File: src/mipsPkg.sv
`default_nettype none

package mipsPkg;

	// --------------------
	// Word and field types
	// --------------------

	// Data or instruction word
	typedef logic [31:0] wordT;
	// Register number
	typedef logic [4:0] regAddrT;
	// Byte address into instruction memory
	typedef logic [7:0] pcT;
	// ALU operation select
	typedef logic [2:0] aluCtlT;
	// Forward source select
	typedef logic [1:0] fwdSelT;

	// --------------------
	// Opcodes and functs
	// --------------------

	localparam logic [5:0] opRType = 6'h00;
	localparam logic [5:0] opAddi = 6'h08;
	localparam logic [5:0] opLw = 6'h23;
	localparam logic [5:0] opSw = 6'h2b;
	localparam logic [5:0] opBeq = 6'h04;
	// All ones, stops fetch
	localparam logic [5:0] opHalt = 6'h3f;

	localparam logic [5:0] fnAdd = 6'h20;
	localparam logic [5:0] fnSub = 6'h22;
	localparam logic [5:0] fnAnd = 6'h24;
	localparam logic [5:0] fnOr = 6'h25;
	localparam logic [5:0] fnSlt = 6'h2a;

	// ALU control, classic MIPS encoding
	localparam aluCtlT aluAnd = 3'd0;
	localparam aluCtlT aluOr = 3'd1;
	localparam aluCtlT aluAdd = 3'd2;
	localparam aluCtlT aluSub = 3'd6;
	localparam aluCtlT aluSlt = 3'd7;

	// --------------------
	// Sizes and selects
	// --------------------

	localparam int imemWords = 64;
	// Indexed by ALU result bits 7:2
	localparam int dmemWords = 64;

	localparam fwdSelT fwdNone = 2'd0;
	localparam fwdSelT fwdMem = 2'd1;
	localparam fwdSelT fwdWb = 2'd2;

endpackage

`default_nettype wire

File: src/executeStage.sv
`timescale 1ns/1ps
`default_nettype none

module executeStage (
	input  logic              clk,
	input  logic              rst,
	input  logic              run,
	input  mipsPkg::wordT     rd1E,
	input  mipsPkg::wordT     rd2E,
	input  mipsPkg::wordT     immE,
	input  mipsPkg::regAddrT  rtE,
	input  mipsPkg::regAddrT  rdE,
	input  mipsPkg::aluCtlT   aluCtlE,
	input  logic              aluSrcE,
	input  logic              regDstE,
	input  logic              regWriteE,
	input  logic              memToRegE,
	input  logic              memWriteE,
	input  logic              haltE,
	input  logic              validE,
	input  mipsPkg::fwdSelT   fwdAE,
	input  mipsPkg::fwdSelT   fwdBE,
	input  mipsPkg::wordT     resultW,
	output mipsPkg::regAddrT  writeRegE,
	output mipsPkg::wordT     aluOutM,
	output mipsPkg::wordT     writeDataM,
	output mipsPkg::regAddrT  writeRegM,
	output logic              regWriteM,
	output logic              memToRegM,
	output logic              memWriteM,
	output logic              haltM,
	output logic              validM
);

	mipsPkg::wordT srcAE;
	mipsPkg::wordT writeDataE;
	mipsPkg::wordT srcBE;
	mipsPkg::wordT aluOutE;

	// Forwarding muxes
	always_comb
	begin
		case (fwdAE)
			mipsPkg::fwdMem: srcAE = aluOutM;
			mipsPkg::fwdWb: srcAE = resultW;
			default: srcAE = rd1E;
		endcase
		case (fwdBE)
			mipsPkg::fwdMem: writeDataE = aluOutM;
			mipsPkg::fwdWb: writeDataE = resultW;
			default: writeDataE = rd2E;
		endcase
	end

	// Immediate for addi, lw, sw
	assign srcBE = aluSrcE ? immE : writeDataE;
	// rd for R-type, rt otherwise
	assign writeRegE = regDstE ? rdE : rtE;

	// --------------------
	// ALU
	// --------------------

	always_comb
	begin
		case (aluCtlE)
			mipsPkg::aluSub: aluOutE = srcAE - srcBE;
			mipsPkg::aluAnd: aluOutE = srcAE & srcBE;
			mipsPkg::aluOr: aluOutE = srcAE | srcBE;
			// Signed less-than
			mipsPkg::aluSlt: aluOutE = {31'b0, $signed(srcAE) < $signed(srcBE)};
			default: aluOutE = srcAE + srcBE;
		endcase
	end

	// --------------------
	// EX/MEM register
	// --------------------

	always_ff @(posedge clk)
	begin
		if (rst)
		begin
			validM <= 1'b0;
			regWriteM <= 1'b0;
			memToRegM <= 1'b0;
			memWriteM <= 1'b0;
			haltM <= 1'b0;
		end
		else if (run)
		begin
			validM <= validE;
			regWriteM <= regWriteE;
			memToRegM <= memToRegE;
			memWriteM <= memWriteE;
			haltM <= haltE;
		end
	end

	always_ff @(posedge clk)
	begin
		if (run)
		begin
			aluOutM <= aluOutE;
			writeDataM <= writeDataE;
			writeRegM <= writeRegE;
		end
	end

endmodule

`default_nettype wire

File: config.mk
export PLATFORM = sky130hd
export DESIGN_NAME = executeStage
export DESIGN_NICKNAME = d
export VERILOG_FILES = /design/src/mipsPkg.sv /design/src/executeStage.sv
export SDC_FILE = /design/constraint.sdc
export NUM_CORES = 1
export LEC_CHECK = 0
export ABC_AREA = 1
export ABC_CLOCK_PERIOD_IN_PS = 4620
export BUFFER_PORTS_ARGS = -buffer_cell sky130_fd_sc_hd__buf_2
export CELL_PAD_IN_SITES_DETAIL_PLACEMENT = 1
export CELL_PAD_IN_SITES_GLOBAL_PLACEMENT = 1
export CORE_ASPECT_RATIO = 1.75
export CORE_MARGIN = 4
export CORE_UTILIZATION = 38
export DETAILED_ROUTE_END_ITERATION = 6
export GPL_TIMING_DRIVEN = 0
export PLACE_DENSITY = 0.92
export RECOVER_POWER = 50
export SETUP_SLACK_MARGIN = 0.3
export SYNTH_ARGS = -nofsm -noshare
export SYNTH_HDL_FRONTEND = slang
export SYNTH_SLANG_ARGS = --single-unit
File: constraint.sdc
create_clock -name clk -period 4.62 [get_ports clk]
set_input_delay 0.462 -clock clk [delete_from_list [all_inputs] [get_ports clk]]
set_output_delay 0.462 -clock clk [all_outputs]
set_load 0.005 [all_outputs]
**After elaboration in Yosys (flattened, before gate mapping)**

Cells that the tools add are included.

- Register bits after elaboration: 74
- Output and inout bits: 79
- Word-level logic and storage cells: 26

- Add/sub/neg operators: 2
- Magnitude comparators: 1
- Equal/unequal tests: 7
- Multiplexer cells: 5
- Bitwise gates (word level): 2
- Reductions and logical operators: 1

Operators by type and width:

| cell | number |
|---|---|
| 32-bit case mux with 2 select lines | 2 |
| 32-bit case mux with 4 select lines | 1 |
| 32-bit adder | 1 |
| 32-bit AND | 1 |
| 32-bit < comparator | 1 |
| 32-bit 2-to-1 mux | 1 |
| 32-bit bitwise OR | 1 |
| 32-bit subtractor | 1 |
| 3-bit equality test, second input constant | 2 |
| 5-bit 2-to-1 mux | 1 |
| 2-bit by 1-bit equality test with 1-bit output, second input constant | 2 |
| 2-bit equality test, second input constant | 2 |
| 3-bit by 1-bit equality test with 1-bit output, second input constant | 1 |
| 3-bit zero test | 1 |

**Longest topological paths before layout**

- Depth after elaboration: 5
- Gate-level depth with buffers: 23

**Worst setup path after synthesis**

Ideal clock, no wire load.

- Path type: in2reg
- From: in fwdBE[0]
- To: reg aluOutM[24] (data pin)
- Setup time: 0.261 ns
- Arrival time: 3.249 ns
- Required time: 4.359 ns
- Path slack: 1.110 ns
- Stages on the path: 20
- Path buffers: 2
- Path through: inv_1 ha_1 clkbuf_1 inv_1 clkbuf_1 o21ai_0 o21ai_0 ha_1 inv_1 fa_1 inv_1 nand3_1 nand3_1 inv_1 o21ai_0 nand2_1 nand4_1 nand2_1 nand2_1 nand3b_1

- Word-level cells in the longest chain between the ends: 5
- Elaborated cells on any way between the ends: 9
- Those cells by class: add/sub: 2; eq/ne: 2; mux: 3; bitwise: 2

RTL lines:

| what | RTL line | source |
|---|---|---|
| from (decl) | executeStage.sv:22 | `input mipsPkg::fwdSelT fwdBE,` |
| 2-bit equality test or 2-bit by 1-bit equality test with 1-bit output (tied branches) | executeStage.sv:48 | `case (fwdBE)` |
| 32-bit case mux with 2 select lines * | executeStage.sv:48 |  |
| 32-bit 2-to-1 mux * | executeStage.sv:56 | `assign srcBE = aluSrcE ? immE : writeDataE;` |
| 32-bit adder, or another cell as far along | executeStage.sv:72 | `default: aluOutE = srcAE + srcBE;` |
| 32-bit case mux with 4 select lines * | executeStage.sv:66 | `case (aluCtlE)` |
| net aluOutE[24] | executeStage.sv:38 | `mipsPkg::wordT aluOutE;` |
| to (signal assigned) | executeStage.sv:104 | `aluOutM <= aluOutE;` |
| to (decl) | executeStage.sv:25 | `output mipsPkg::wordT aluOutM,` |

Mark *: on every way through the listed nets, which the timed path passes. The rest lies on a longest branch.
A chain may end at the register's enable or synchronous reset.

**Worst setup path after layout**

- From: in fwdAE[0]
- To: reg aluOutM[27] (data pin)

- Word-level cells in the longest chain between the ends: 4
- Elaborated cells on any way between the ends: 8
- Those cells by class: add/sub: 2; eq/ne: 2; mux: 2; bitwise: 2

RTL lines:

| what | RTL line | source |
|---|---|---|
| from (decl) | executeStage.sv:21 | `input mipsPkg::fwdSelT fwdAE,` |
| 2-bit equality test or 2-bit by 1-bit equality test with 1-bit output (tied branches) | executeStage.sv:43 | `case (fwdAE)` |
| 32-bit case mux with 2 select lines * | executeStage.sv:43 |  |
| 32-bit adder, or another cell as far along | executeStage.sv:72 |  |
| 32-bit case mux with 4 select lines * | executeStage.sv:66 |  |
| net aluOutE[27] | executeStage.sv:38 |  |

Marked as above.

==> flow_summary.json <==
{
  "outcome": "complete, but fails checks",
  "violations": "max-capacitance violations, max-slew violations",
  "ios": 234,
  "cts_hold_buf": 0,
  "slew_violations": 68,
  "hp-class": "primary input to flop",
  "ff2ff_path_depth": 14,
  "core_um2": 24800,
  "finalHoldViolCount": 0,
  "ant_nets": 0,
  "cts_buffers": 9,
  "nNetsFinal": 2011,
  "total_power_w": 0.00394,
  "antenna_found_initial": 1,
  "routed_wirelength_um": 48800,
  "r2r-start": "aluOutM[26]$_DFFE_PP_",
  "final_area_um2": 11500,
  "worstPathArrival_ns": 4.26,
  "grt.total_usage_pct": 33.7,
  "comb_power_share_pct": 57.6,
  "p_per_area_nw_per_um2": 344,
  "synth-seq-cells": 74,
  "drcViolationCount": 0,
  "cts_setup_buffers": 0,
  "crit_path_start_kind": "primary input",
  "clk_pin_slew_worst_paths_ns": 0.07,
  "whs_path_depth": 2,
  "p_seq_share_pct": 23.7,
  "yosysUniqueCellTypes": 40,
  "p_clk_share_pct": 18.7,
  "cts_buffer_depth": 2,
  "place_congestion": 0.985,
  "yosysWarnings": 0,
  "slew_headroom_pct": -128,
  "area_growth_pct": 19.0,
  "via_per_inst": 5.74,
  "min_to": "regWriteM$_SDFFE_PP0P_",
  "drive_above_1_share_pct": 15.6,
  "post_dp_cell_area_um2": 11200,
  "cp_max_fo": 10,
  "grt_max_degree": 68,
  "detail_route.iter0.violations": 846,
  "synth_nets": 1767,
  "r2r-end": "aluOutM[27]$_DFFE_PP_",
  "post-route-period-util_pct": 89.6,
  "cts-root-buf": "clkbuf_16",
  "fp.dieH_um": 219,
  "drv_cap": 1,
  "cts_max_level": 3,
  "start_util_pct": 38.8,
  "dp.final_hpwl_um": 40600,
  "cp_data_required_time_ns": 4.75,
  "r2r_slack_ns": 1.04,
  "max_freq_mhz": 242,
  "grt_pass1_vias": 12600,
  "drt-pass1-iter-count": 6,
  "grt_pass1_wl_um": 71700,
  "post-route-min-period_ns": 4.14,
  "worst_pin_slew_ns": 3.42,
  "critPathKind": "primary input to flop",
  "yosysSeqAreaShare_pct": 22.5,
  "overflow": 0,
  "synthesis.area_um2": 9640,
  "p_leak_nw": 6.11,
  "netlist_instances": 1510,
  "grt_setup_unrepaired": "true",
  "wl_per_cell_um": 23.6,
  "vias": 11900,
  "setup_viol": 0,
  "cell_internal_pwr_w": 0.00194,
  "finalClockSkew_ns": 0.0151,
  "hp-start": "rst",
  "die_w_um": 128,
  "sw_frac_of_total_pct": 50.9,
  "postSynthAreaPerCell_um2": 6.38,
  "max-vdd-ir-drop_uv": 174,
  "io_buffers": 232,
  "clk_latency_ns": 0.37,
  "critPathCaptureType": "flop",
  "cts_sinks": 74,
  "dieArea_um2": 28100,
  "cts_tree": "yes",
  "p_switching_w": 0.00201,
  "fin_tns_setup_ns": 0,
  "rows": 76
}
-- power groups by stage --
stage	sequential, W	combinational (W)	clock, W
floorplan	0.000935	0.00135	0
global placement	0.000937	0.00215	0
detailed placement	0.000942	0.00222	0
CTS	0.000928	0.00224	0.000735
global route	0.000942	0.00248	0.000755
finish	0.000934	0.00227	0.000739
-- sequential cells by signal, summed over array words and instances (netlist names) --
| signal | cells |
|---|---|
| writeDataM | 32 |
| memWriteM | 1 |
| aluOutM | 32 |
| haltM | 1 |
| memToRegM | 1 |
| regWriteM | 1 |
| validM | 1 |
| writeRegM | 5 |
-- metrics by stage --
step,hold WS (ns),utilization [%],setup slack (ns),cells
after floorplan,0.450,-,1.11,1510
after global placement,0.447,45.1,-0.0657,2054
after detailed placement,0.468,45.2,-0.288,2055
after CTS,0.313,46.4,0.318,2071
after global routing,0.326,46.2,0.288,2072
final,0.315,46.2,0.482,2072
-- synth_stat cells, drive strengths merged --
master | number | area [um^2]
fa | 2 | 40.0
a22oi | 1 | 7.51
clkbuf | 38 | 144
nor3 | 8 | 40.0
nand3 | 82 | 410
edfxtp | 69 | 2070
mux2 | 5 | 56.3
o21bai | 11 | 82.6
o21ai | 152 | 764
xor2 | 7 | 61.3
nor4 | 2 | 12.5
a32oi | 1 | 8.76
a221o | 62 | 621
inv | 283 | 1060
or2 | 7 | 43.8
a211oi | 1 | 7.51
dfxtp | 5 | 100
a31oi | 1 | 6.26
and2 | 1 | 6.26
nand3b | 14 | 105
o211ai | 1 | 7.51
a21boi | 1 | 7.51
nor2 | 116 | 438
nand2 | 408 | 1550
o2111ai | 6 | 52.6
o22ai | 8 | 50.1
buf | 16 | 87.6
ha | 100 | 1250
and3 | 1 | 6.26
nand2b | 1 | 6.26
nand4 | 13 | 81.3
a21oi | 87 | 450
-- cell usage in the layout (no fill, tap or decap), types with 11 or more instances in the layout --
cell / synthesis / routed
nand2_1: 401 / 401
inv_1: 277 / 277
buf_2: 13 / 219
o21ai_0: 143 / 138
nor2_1: 115 / 115
ha_1: 100 / 100
a21oi_1: 83 / 83
nand3_1: 82 / 82
edfxtp_1: 69 / 69
a221o_1: 62 / 62
clkbuf_1: 37 / 54
nand3b_1: 14 / 14
o21ai_1: 8 / 13
nand4_1: 13 / 13
o21bai_1: 11 / 11
-- what timing repair did --
item                       CTS  global route
resized for setup            4            17
setup endpoints to repair   10            21
hold endpoints to repair     0             0
gates cloned                 0             0
-- cells by family (layout without fill, tap and decap cells) --
| family | Yosys count | count (layout) | share of synthesized area (%) |
|---|---|---|---|
| AND/OR/NAND/NOR | 653 | 653 | 28.0 |
| buffers and inverters | 337 | 586 | 13.4 |
| AO/OA/AOI/OAI | 332 | 332 | 21.4 |
| adder cells (fa/ha/maj) | 102 | 102 | 13.4 |
| flip-flops | 74 | 74 | 22.5 |
| XOR/XNOR | 7 | 7 | 0.636 |
| multiplexers | 5 | 5 | 0.584 |
| other | 0 | 1 | 0 |
-- layer usage --
metal	routed length [um]	part of all wire [%]	track usage, %
met1	17300	35	36.1
met2	25100	51	60.8
met3	2930	6.0	3.99
met4	3560	7.3	22.5
met5	0	0	0
-- final cells by class --
class	count	area, um^2
Clock buffer	9	225
Clock inverter	7	60.1
Multi-Input combinational cell	1099	6170
Tap cell	312	390
Inverter	283	1060
Antenna cell	1	2.50
Timing Repair Buffer	233	1140
Fill cell	3484	13300
Sequential cell	74	2170
Buffer	54	246
-- worst max-delay path by stage --
stage	endpoint	cells after the start	from
2_1_floorplan	aluOutM[24]$_DFFE_PP_	20	fwdBE[0]
3_3_place_gp	aluOutM[30]$_DFFE_PP_	23	fwdBE[0]
3_5_place_dp	aluOutM[30]$_DFFE_PP_	23	fwdBE[0]
4_1_cts	aluOutM[30]$_DFFE_PP_	23	fwdBE[0]
5_1_grt	memToRegM$_SDFFE_PP0P_	5	run
6_report	aluOutM[27]$_DFFE_PP_	19	fwdAE[0]
-- critical path, stage by stage --
cell	delay, ns
buf_2	0.11
inv_1	0.06
ha_1	0.28
clkbuf_1	0.25
inv_1	0.18
clkbuf_1	0.28
o21ai_0	0.38
inv_1	0.12
ha_1	0.51
inv_1	0.36
nand2_1	0.18
nor2_1	0.32
nand2_1	0.14
nor2_1	0.12
nand2_1	0.15
nand3_1	0.12
nand2_1	0.05
nand3_1	0.11
nand3_1	0.08
Note: power is estimated with default switching activity, not from simulation.
