[src/mipsPkg.sv]
`default_nettype none

package mipsPkg;

	// --------------------
	// Word and field types
	// --------------------

	// Data or instruction word
	typedef logic [31:0] wordT;
	// Register number
	typedef logic [4:0] regAddrT;
	// Byte address into instruction memory
	typedef logic [7:0] pcT;
	// ALU operation select
	typedef logic [2:0] aluCtlT;
	// Forward source select
	typedef logic [1:0] fwdSelT;

	// --------------------
	// Opcodes and functs
	// --------------------

	localparam logic [5:0] opRType = 6'h00;
	localparam logic [5:0] opAddi = 6'h08;
	localparam logic [5:0] opLw = 6'h23;
	localparam logic [5:0] opSw = 6'h2b;
	localparam logic [5:0] opBeq = 6'h04;
	// All ones, stops fetch
	localparam logic [5:0] opHalt = 6'h3f;

	localparam logic [5:0] fnAdd = 6'h20;
	localparam logic [5:0] fnSub = 6'h22;
	localparam logic [5:0] fnAnd = 6'h24;
	localparam logic [5:0] fnOr = 6'h25;
	localparam logic [5:0] fnSlt = 6'h2a;

	// ALU control, classic MIPS encoding
	localparam aluCtlT aluAnd = 3'd0;
	localparam aluCtlT aluOr = 3'd1;
	localparam aluCtlT aluAdd = 3'd2;
	localparam aluCtlT aluSub = 3'd6;
	localparam aluCtlT aluSlt = 3'd7;

	// --------------------
	// Sizes and selects
	// --------------------

	localparam int imemWords = 64;
	// Indexed by ALU result bits 7:2
	localparam int dmemWords = 64;

	localparam fwdSelT fwdNone = 2'd0;
	localparam fwdSelT fwdMem = 2'd1;
	localparam fwdSelT fwdWb = 2'd2;

endpackage

`default_nettype wire

[src/hazardUnit.sv]
`timescale 1ns/1ps
`default_nettype none

module hazardUnit (
	input  mipsPkg::regAddrT  rsD,
	input  mipsPkg::regAddrT  rtD,
	input  logic              branchD,
	input  mipsPkg::regAddrT  rsE,
	input  mipsPkg::regAddrT  rtE,
	input  mipsPkg::regAddrT  writeRegE,
	input  logic              regWriteE,
	input  logic              memToRegE,
	input  mipsPkg::regAddrT  writeRegM,
	input  logic              regWriteM,
	input  logic              memToRegM,
	input  mipsPkg::regAddrT  writeRegW,
	input  logic              regWriteW,
	output logic              stallF,
	output logic              stallD,
	output logic              flushE,
	output mipsPkg::fwdSelT   fwdAD,
	output mipsPkg::fwdSelT   fwdBD,
	output mipsPkg::fwdSelT   fwdAE,
	output mipsPkg::fwdSelT   fwdBE
);

	logic lwStall;
	logic branchStall;

	always_comb
	begin
		// --------------------
		// Execute forwarding
		// --------------------

		// Memory stage wins as the younger result
		fwdAE = mipsPkg::fwdNone;
		if (rsE != '0 && regWriteM && writeRegM == rsE)
			fwdAE = mipsPkg::fwdMem;
		else if (rsE != '0 && regWriteW && writeRegW == rsE)
			fwdAE = mipsPkg::fwdWb;

		fwdBE = mipsPkg::fwdNone;
		if (rtE != '0 && regWriteM && writeRegM == rtE)
			fwdBE = mipsPkg::fwdMem;
		else if (rtE != '0 && regWriteW && writeRegW == rtE)
			fwdBE = mipsPkg::fwdWb;

		// Decode compare sees write-back through the register file
		fwdAD = (rsD != '0 && regWriteM && writeRegM == rsD)
			? mipsPkg::fwdMem : mipsPkg::fwdNone;
		fwdBD = (rtD != '0 && regWriteM && writeRegM == rtD)
			? mipsPkg::fwdMem : mipsPkg::fwdNone;

		// --------------------
		// Stalls
		// --------------------

		// Load in execute feeding decode
		lwStall = memToRegE && (rtE == rsD || rtE == rtD);

		// Branch operand still in execute or a load in memory
		branchStall = branchD
			&& ((regWriteE && (writeRegE == rsD || writeRegE == rtD))
			|| (memToRegM && (writeRegM == rsD || writeRegM == rtD)));

		stallD = lwStall || branchStall;
		stallF = stallD;
		// Bubble into execute while decode holds
		flushE = stallD;
	end

endmodule

`default_nettype wire

[config.mk]
export PLATFORM = sky130hd
export DESIGN_NAME = hazardUnit
export DESIGN_NICKNAME = d
export VERILOG_FILES = /design/src/mipsPkg.sv /design/src/hazardUnit.sv
export SDC_FILE = /design/constraint.sdc
export NUM_CORES = 1
export LEC_CHECK = 0
export ABC_AREA = 0
export BUFFER_PORTS_ARGS = -buffer_cell sky130_fd_sc_hd__buf_2
export CAP_MARGIN = 10
export CORE_UTILIZATION = 47
export DETAILED_ROUTE_END_ITERATION = 6
export GPL_TIMING_DRIVEN = 0
export PLACE_DENSITY_LB_ADDON = 0.05
export SKIP_LAST_GASP = 1
export SYNTH_ARGS = -nofsm -noshare
export SYNTH_HDL_FRONTEND = slang
export SYNTH_SLANG_ARGS = --single-unit
[constraint.sdc]
create_clock -name vclk -period 2.2
set_clock_uncertainty 0.05 [all_clocks]
set_input_delay 0.22 -clock vclk [all_inputs]
set_output_delay 0.22 -clock vclk [all_outputs]
set_load 0.03 [all_outputs]
## Word-level counts from Yosys, hierarchy flattened

Cells that the tools add are included.

- Bits in registers: 0
- Output and inout bits: 11

- Reduce and logical (&&, ||, !) cells: 25
- Eq/ne operators: 10
- Multiplexer cells: 6

Operators by type and width:

| kind | count |
|---|---|
| equality test 5 bit | 10 |
| nonzero test 5 bit | 4 |
| logical AND 1 bit | 16 |
| 2-to-1 mux 2 bit | 4 |
| logical OR 1 bit | 5 |
| 2-to-1 mux 1 bit | 2 |

## Depth between registers and ports, before layout

Gate-level depths: netlist of the first run.

- Depth in word-level cells: 6
- Depth in mapped cells: 7

## Worst setup path after synthesis of the first run

OpenSTA, ideal clock, no wires.

- Kind: input -> output
- From: in rsE[1]
- To: out fwdAE[1]
- Slack: -0.120 ns
- Buffers on the path: 0
- Data arrival time: 2.050 ns
- Cell stages on the path: 4
- Path through: or4_1 nor2_1 nor4_1 nor4_1

- Longest elaborated chain between the ends: 5

RTL lines:

| item | RTL line | text |
|---|---|---|
| start, declared | hazardUnit.sv:8 | `input mipsPkg::regAddrT rsE,` |
| nonzero test 5 bit | hazardUnit.sv:38, hazardUnit.sv:40 |  |
| logical AND 1 bit (2 in series) | hazardUnit.sv:40 | `else if (rsE != '0 && regWriteW && writeRegW == rsE)` |
| 2-to-1 mux 2 bit | hazardUnit.sv:40 |  |
| 2-to-1 mux 2 bit * | hazardUnit.sv:38 | `if (rsE != '0 && regWriteM && writeRegM == rsE)` |
| end, declared | hazardUnit.sv:23 | `output mipsPkg::fwdSelT fwdAE,` |

Mark *: on every way between the ends. The rest lies on a longest branch, timed or not.

## Worst setup path in the final report of the first run

Same ends and word-level chain as after synthesis.

==> metrics.yaml, run 1 <==
outcome: "completed"
drive_gt1_share_pct: 40.43
syn_area_per_cell_um2: 7.613
area_growth_pct: 35.12
grt_pass1_wl_um: 2511
gp_congestion: 0.7604
synth_area_um2: 723.2
viasPerCell: 5.147
num_io_pins: 52
power.density_mw_per_mm2: 204.0
synth.most_common_cell: "xor2_1"
track_usage_pct: 21.68
ys_warn_count: 0
die_y_um: 41.23
finalHoldViolCount: 0
drc: 0
fin_cells: 156
fmax_mhz: 540.9
yosysTopAreaCell: "xor2_1"
critical_path_arrival_ns: 1.58
die_x_um: 41.23
gr-total-overflow: 0
die_area_mm2: 0.001700
dp_cells: 156
crit_fanout: 3
ff_latch_area_um2: 0
finalSetupViolations: 0
clkbuf_count: 0
fin_nets: 184
cts_resized: 0
yosys.cell_types.count: 19
cts_setup_buffers: 0
yosysSeqAreaShare_pct: 0
routedWlPerCell_um: 12.10
hpwlAfterDp_um: 1666
grt_max_degree: 6
post-route-period-util_pct: 84.03
fp-row-count: 13
n_antenna_cell: 0
ant_nets: 0
synth_common_cells: "xor2_1 (26), xnor2_1 (24), nand4_1 (7)"
hp-class: "in2out"
core_area_mm2: 0.001366
setup_ws_ns: 0.3514
irDropWorstVdd_mv: 0.1248
vias: 803
period_minus_slack_ns: 1.849
rsz0062_at_grt: "false"
maxCapViolCount: 0
wl_um: 1888
required_ns: 1.93
slew_violations: 0
tns_ns: 0
postCtsHoldBufs: 0
dr.pass1.iters: 4
syn_inst: 95
grt_pass1_vias: 628
crit_path_end_kind: "output pin"
fillers: 129
cp-start-kind: "primary input"
p_leak_nw: 0.4435
drt_iter0_markers: 6
antenna_found_initial: 0
synth_top_area_share_pct: 31.49
whs_ns: 0.7704
preCtsSetupSlack_ns: 0.3393
io_buffers: 45
seq_cell_count: 0
path_class: "in2out"
ys_top_cells_by_area: "xor2_1 (31%), xnor2_1 (29%), nand4_1 (6.1%)"
start_util_pct: 52.93
placed cells by master, fill, tap and decap left out:
cell	n
xnor2_1	24
nor4_1	5
xor2_1	26
o21ai_0	2
nand4_1	7
nor3_1	2
nor2_1	3
buf_6	1
nor4_2	3
nand3_1	4
buf_4	4
conb_1	2
nand2_1	3
nor2_4	1
or4_1	3
clkbuf_1	2
buf_2	47
a31o_1	1
or4_4	1
final timing paths:
check      start        to  slack, ns  cells past startpoint
max       rsE[1]  fwdAE[1]       0.35                      6
min    regWriteW  fwdAE[1]       0.77                      4
cell type report:
| cell class | instances | area, um2 | share of cell area, % |
|---|---|---|---|
| Buffer | 9 | 58.81 | 6.018 |
| Multi-Input combinational cell | 87 | 674.4 | 69.01 |
| Timing Repair Buffer | 45 | 225.2 | 23.05 |
| Tap cell | 15 | 18.77 | 1.921 |
where the power goes:
group / switching (mW) / internal [mW] / leakage, nW
Clock: 0 / 0 / 0
Combinational: 0.107 / 0.0927 / 0.443
Sequential: 0 / 0 / 0
Total: 0.107 / 0.0927 / 0.443
critical path, cell delays in order:
cell	delay [ns]
buf_2	0.12
or4_1	0.51
nor2_1	0.17
nor4_1	0.10
nor4_2	0.23
buf_2	0.23
per-stage QoR:
stage          cell area (um2)  power (mW)  util [%]
6_report                 977.2      0.1994     71.52
5_1_grt                  977.2      0.2165     71.52
4_1_cts                  977.2      0.2003     71.52
2_1_floorplan            733.2      0.1203         -
3_5_place_dp             977.2      0.1993     71.52
3_3_place_gp             977.2      0.1941     71.52
logic make-up after synthesis:
logic type	count (synthesis)	synth area share (%)
xor+xnor	50	60.55
simple gates	32	28.20
buf+inv	9	8.132
other cells	1	0.5185
compound gates	3	2.595
metal layers:
layer | GRT usage [%] | up-vias | wire [um]
met5 | 0 | - | 0
met4 | 0 | 0 | 0
met3 | 0 | 0 | 105
met2 | 45.70 | 32 | 969
met1 | 25.00 | 354 | 813
li1 | - | 417 | -
No activity file was read; power rests on OpenSTA's default activity.
==> run 2: changes to the inputs <==
- ABC_AREA: 0 -> 1
- CORE_UTILIZATION: 47 -> 42
- clock period: 2.2 -> 1.5 ns (I/O delays scaled with it)
==> run 2 against run 1 <==
Compared with the run above:
- die area up 32%
- routed wire length up 32%
- area after synthesis up 20%
- setup slack worse by 0.24 ns
- utilization down 7.9 points
- non-clock buffer count up 1
- hold slack worse by 0.13 ns
- global-route usage up 0.33 points
- design area up 27%
- critical path type unchanged
- largest cell class unchanged
==> metrics.yaml, run 2 <==
synth_area_um2: 867.1  # +20%
viasPerCell: 4.769  # -7.4%
fmax_mhz: 721.6
stdcell_area_mm2: 0.001236  # +27%
core_area_mm2: 0.001942  # +42%
die_y_um: 47.44  # +15%
dr.pass1.iters: 4  # unchanged
finalSetupViolations: 0  # unchanged
yosys.cell_types.count: 22  # +3
syn_area_per_cell_um2: 4.955  # -35%
die_area_mm2: 0.002250  # +32%
synth_common_cells: "nand2_1 (66), inv_1 (22), nor2_1 (18)"
post-route-period-util_pct: 92.39
start_util_pct: 44.65  # -8.3 points
grt_pass1_vias: 898  # +43%
ys_top_cells_by_area: "nand2_1 (29%), xnor2_1 (12%), xor2_1 (11%)"
outcome: "completed"
layout_common_cells: "nand2_1 (65), buf_2 (34), buf_4 (16)"
wl_um: 2487  # +32%
die_x_um: 47.44  # +15%
preCtsSetupSlack_ns: -0.02501  # -0.3643 ns
ys_warn_count: 0  # unchanged
fp-row-count: 16  # +3
area_growth_pct: 42.57
yosysSeqAreaShare_pct: 0  # unchanged
finalHoldViolCount: 0  # unchanged
gp_congestion: 0.8432  # +11%
placed_area_mm2: 0.001151  # +18%
gr-total-overflow: 0  # unchanged
grt_max_degree: 8  # +2
n_antenna_cell: 0  # unchanged
power.density_mw_per_mm2: 285.4  # +40%
setup_ws_ns: 0.1141  # -0.2373 ns
io_buffers: 47  # +4.4%
path_class: "in2out"
required_ns: 1.30  # -0.63 ns
p_seq_share_pct: 0  # unchanged
track_usage_pct: 22.02  # +0.33 points
synth_top_area_share_pct: 28.57  # -2.9 points
synth.most_common_cell: "nand2_1"
p_sw_mw: 0.1978  # +85%
pwr-share-comb_pct: 100.0  # about the same
final_common_cell: "nand2_1"
seq_cell_count: 0  # unchanged
crit_path_end_kind: "output pin"
hpwlAfterDp_um: 2115  # +27%
clkbuf_count: 0  # unchanged
vias: 1197  # +49%
drc: 0  # unchanged
irDropWorstVdd_mv: 0.1601  # +28%
ant_nets: 0  # unchanged
endpoint: "stallD"
fillers: 208  # +61%
p_int_mw: 0.1550  # +67%
num_io_pins: 52  # unchanged
clkPwrFrac_pct: 0  # unchanged
period_minus_slack_ns: 1.386
cp-start-kind: "primary input"
maxCapViolCount: 0  # unchanged
yosysTopAreaCell: "nand2_1"
rsz0062_at_grt: "true"
cp-startpoint: "rtD[4]"
fin_nets: 267  # +45%
critical_path_arrival_ns: 1.19  # -0.39 ns
slew_violations: 0  # unchanged
drt_iter0_markers: 18  # +12
crit_fanout: 6  # +3
antenna_found_initial: 0  # unchanged
drive_gt1_share_pct: 34.38  # -6.1 points
hp-class: "in2out"
syn_inst: 175  # +84%
routedWlPerCell_um: 9.908  # -18%
p_leak_nw: 0.7233  # +63%
grt_pass1_wl_um: 3650  # +45%
swShare_pct: 56.07  # +2.6 points
ff_latch_area_um2: 0  # unchanged
-- run 2: changes by cell type after synthesis, moves of 3 or more --
cell / change
nand2_1: +63
inv_1: +22
nor2_1: +15
xor2_1: -15
xnor2_1: -12
nand3_1: +6
nand4_1: -5
a21oi_1: +4
inv_2: +4
nor3_1: +4
nor4_1: -4
or4_1: -3
-- run 2: repair_timing --
item	in CTS	in global routing
buffers inserted	0	1
pin swaps	0	10
gates resized for setup	2	38
setup endpoints to repair	2	4
hold buffers	0	0
-- run 2: cell families after synthesis --
family	Yosys count	synth area share, %
buffers and inverters	33	17.46
xor gates and xnor gates	23	23.23
and+or+nand+nor	107	51.08
AOI/OAI and AO/OA	11	7.793
other	1	0.4325
-- run 2: power by group through the flow --
stage	registers, mW	clock network (mW)	logic, mW
2_1_floorplan	0	0	0.196
3_3_place_gp	0	0	0.313
3_5_place_dp	0	0	0.320
4_1_cts	0	0	0.324
5_1_grt	0	0	0.393
6_report	0	0	0.353
-- run 2: cell type report --
cell class | instances | area (um2) | area share (%)
plain buffers | 7 | 53.80 | 4.352
multi-input cells | 143 | 759.5 | 61.44
repair buffers | 48 | 289.0 | 23.38
well taps | 27 | 33.78 | 2.733
inverters | 26 | 100.1 | 8.097
-- run 2: routing by layer --
| metal | GRT usage (%) | routed length [um] | vias up |
|---|---|---|---|
| met3 | 0 | 76 | 0 |
| met4 | 0 | 0 | 0 |
| li1 | - | - | 636 |
| met1 | 32.13 | 1244 | 535 |
| met2 | 38.63 | 1165 | 26 |
| met5 | 0 | 0 | - |
-- run 2: critical path: stages --
cell	delay, ns
clkbuf_4	0.15
or2_0	0.24
a21oi_2	0.13
nand3_1	0.08
nand2_1	0.07
nand2_1	0.06
nand2_2	0.07
buf_4	0.11
buf_6	0.12
-- run 2: stage by stage --
step	setup TNS (ns)	total power, mW	utilization, %	hold slack, ns	cells
2_1_floorplan	0	0.1961	-	0.4202	176
3_3_place_gp	0	0.3134	59.28	0.6373	250
3_5_place_dp	-0.04602	0.3202	59.28	0.6392	250
4_1_cts	0	0.3237	59.54	0.6410	250
5_1_grt	-0.01611	0.3929	63.66	0.6660	251
6_report	0	0.3528	63.66	0.6437	251
-- run 2: worst min path at each step --
| stage | slack, ns | cells after the start | end | from |
|---|---|---|---|---|
| global placement | 0.64 | 4 | flushE | branchD |
| detailed placement | 0.64 | 4 | fwdAE[1] | regWriteW |
| CTS | 0.64 | 4 | fwdAE[1] | regWriteW |
| floorplan | 0.42 | 2 | fwdBD[0] | regWriteM |
| global route | 0.67 | 4 | fwdAE[1] | regWriteW |
| finish | 0.64 | 4 | fwdAE[1] | regWriteW |
==> run 3: changes to the inputs <==
- CELL_PAD_IN_SITES_DETAIL_PLACEMENT: not set -> 0
- CELL_PAD_IN_SITES_GLOBAL_PLACEMENT: not set -> 1
- CORE_UTILIZATION: 42 -> 28
- SLEW_MARGIN: not set -> 25
- clock period: 1.5 -> 1.29 ns (I/O delays scaled with it)
==> run 3 against run 2 <==
Compared with the run above:
- the run now ends with DRC, setup timing left
- routed wire length is 17% higher
- flip-flop and latch count stayed put
- highest routed layer unchanged
- setup slack worse by 0.13 ns
- combinational power is 45% higher
- largest cell class unchanged
- die area is 48% higher
- via count is 0.92% higher
==> metrics.yaml, run 3 (synthesis gave the netlist of run 2 again) <==
grt_max_degree: 7  # -1
post-route-period-util_pct: 101.4
fin_nets: 271  # +1.5%
slew_violations: 0  # unchanged
p_int_mw: 0.2458  # +59%
path_class: "in2out"
layout_common_cells: "nand2_1 (52), buf_2 (26), nand2_2 (13)"
cp-start-kind: "primary input"
hpwlAfterDp_um: 2400  # +13%
period_minus_slack_ns: 1.308
gp_congestion: 0.8636  # +2.4%
clkbuf_count: 0  # unchanged
area_growth_pct: 76.05
drive_gt1_share_pct: 47.37  # +13 points
viasPerCell: 4.664  # -2.2%
p_seq_share_pct: 0  # unchanged
preCtsSetupSlack_ns: -0.2156  # -0.1905 ns
crit_path_end_kind: "output pin"
num_io_pins: 52  # unchanged
n_antenna_cell: 0  # unchanged
antenna_found_initial: 0  # unchanged
ff_latch_area_um2: 0  # unchanged
dr.pass1.iters: 6  # +2
hp-class: "in2out"
ant_nets: 0  # unchanged
finalSetupViolations: 3  # +3
core_area_mm2: 0.002853  # +47%
fp-row-count: 19  # +3
swShare_pct: 52.03  # -4.0 points
start_util_pct: 30.39  # -14 points
critical_path_arrival_ns: 1.13  # -0.06 ns
setup_ws_ns: -0.01814  # -0.1323 ns
pwr-share-comb_pct: 100.0  # about the same
p_leak_nw: 0.7964  # +10%
wl_um: 2913  # +17%
grt_pass1_vias: 1111  # +24%
rsz0062_at_grt: "true"
required_ns: 1.11  # -0.19 ns
track_usage_pct: 17.15  # -4.9 points
finalHoldViolCount: 0  # unchanged
die_x_um: 57.65  # +22%
die_y_um: 57.65  # +22%
fmax_mhz: 764.4
grt_pass1_wl_um: 4636  # +27%
final_common_cell: "nand2_1"
vias: 1208  # +0.92%
seq_cell_count: 0  # unchanged
whs_ns: 0.5849  # -0.05873 ns
p_total_mw: 0.5125  # +45%
drt_iter0_markers: 37  # +19
clkPwrFrac_pct: 0  # unchanged
drc: 2  # +2
gr-total-overflow: 0  # unchanged
irDropWorstVdd_mv: 0.1645  # +2.8%
maxCapViolCount: 0  # unchanged
die_area_mm2: 0.003324  # +48%
tns_ns: -0.04340  # -0.04340 ns
power.density_mw_per_mm2: 335.7  # +18%
routedWlPerCell_um: 11.25  # +14%
p_sw_mw: 0.2666  # +35%
io_buffers: 47  # unchanged
crit_fanout: 5  # -1
violations: "DRC, setup timing"
outcome: "finished, violations left"
-- run 3: final timing paths --
| path | from | end | slack (ns) | cells past startpoint |
|---|---|---|---|---|
| worst max-delay path | rtD[0] | stallD | -0.02 | 9 |
| worst min-delay path | rtD[3] | fwdBD[0] | 0.58 | 4 |
-- run 3: what timing repair did --
item,CTS,global route
resized for setup,55,55
endpoints found under the setup margin,5,7
setup buffers,3,2
gates cloned,0,0
pin swaps,21,28
hold buffers,0,0
-- run 3: metrics by stage --
| step | instances | cell area (um2) | util (%) |
|---|---|---|---|
| floorplan | 176 | 899.6 | - |
| global placement | 254 | 1174 | 41.14 |
| detailed placement | 254 | 1174 | 41.14 |
| CTS | 257 | 1349 | 47.28 |
| global route | 259 | 1526 | 53.51 |
| finish | 259 | 1526 | 53.51 |
-- run 3: critical path: stages --
cell and delay, ns:
buf_12 0.11, xor2_1 0.15, nor3_1 0.20, nand3_1 0.10
nand2_1 0.09, nand2_2 0.07, nand2_4 0.08, buf_6 0.09
buf_6 0.11
-- run 3: power by group through the flow --
stage | clock [mW] | sequential (mW) | combinational (mW)
6_report | 0 | 0 | 0.512
5_1_grt | 0 | 0 | 0.560
4_1_cts | 0 | 0 | 0.446
3_5_place_dp | 0 | 0 | 0.382
3_3_place_gp | 0 | 0 | 0.377
2_1_floorplan | 0 | 0 | 0.233
-- run 3: per-layer routing --
layer / routed length (um) / GRT usage [%] / vias to the layer above
met5: 0 / 0 / -
met4: 0 / 0 / 0
met3: 89 / 0.2232 / 0
met2: 1426 / 31.06 / 27
met1: 1397 / 24.42 / 537
li1: - / - / 644
-- run 3: final cells by class --
type | instances | area [um2]
inverter | 26 | 115.1
multi-input combinational | 143 | 853.3
buffer | 7 | 77.57
tap | 31 | 38.79
fill | 302 | 1326
timing repair buffer | 52 | 441.7
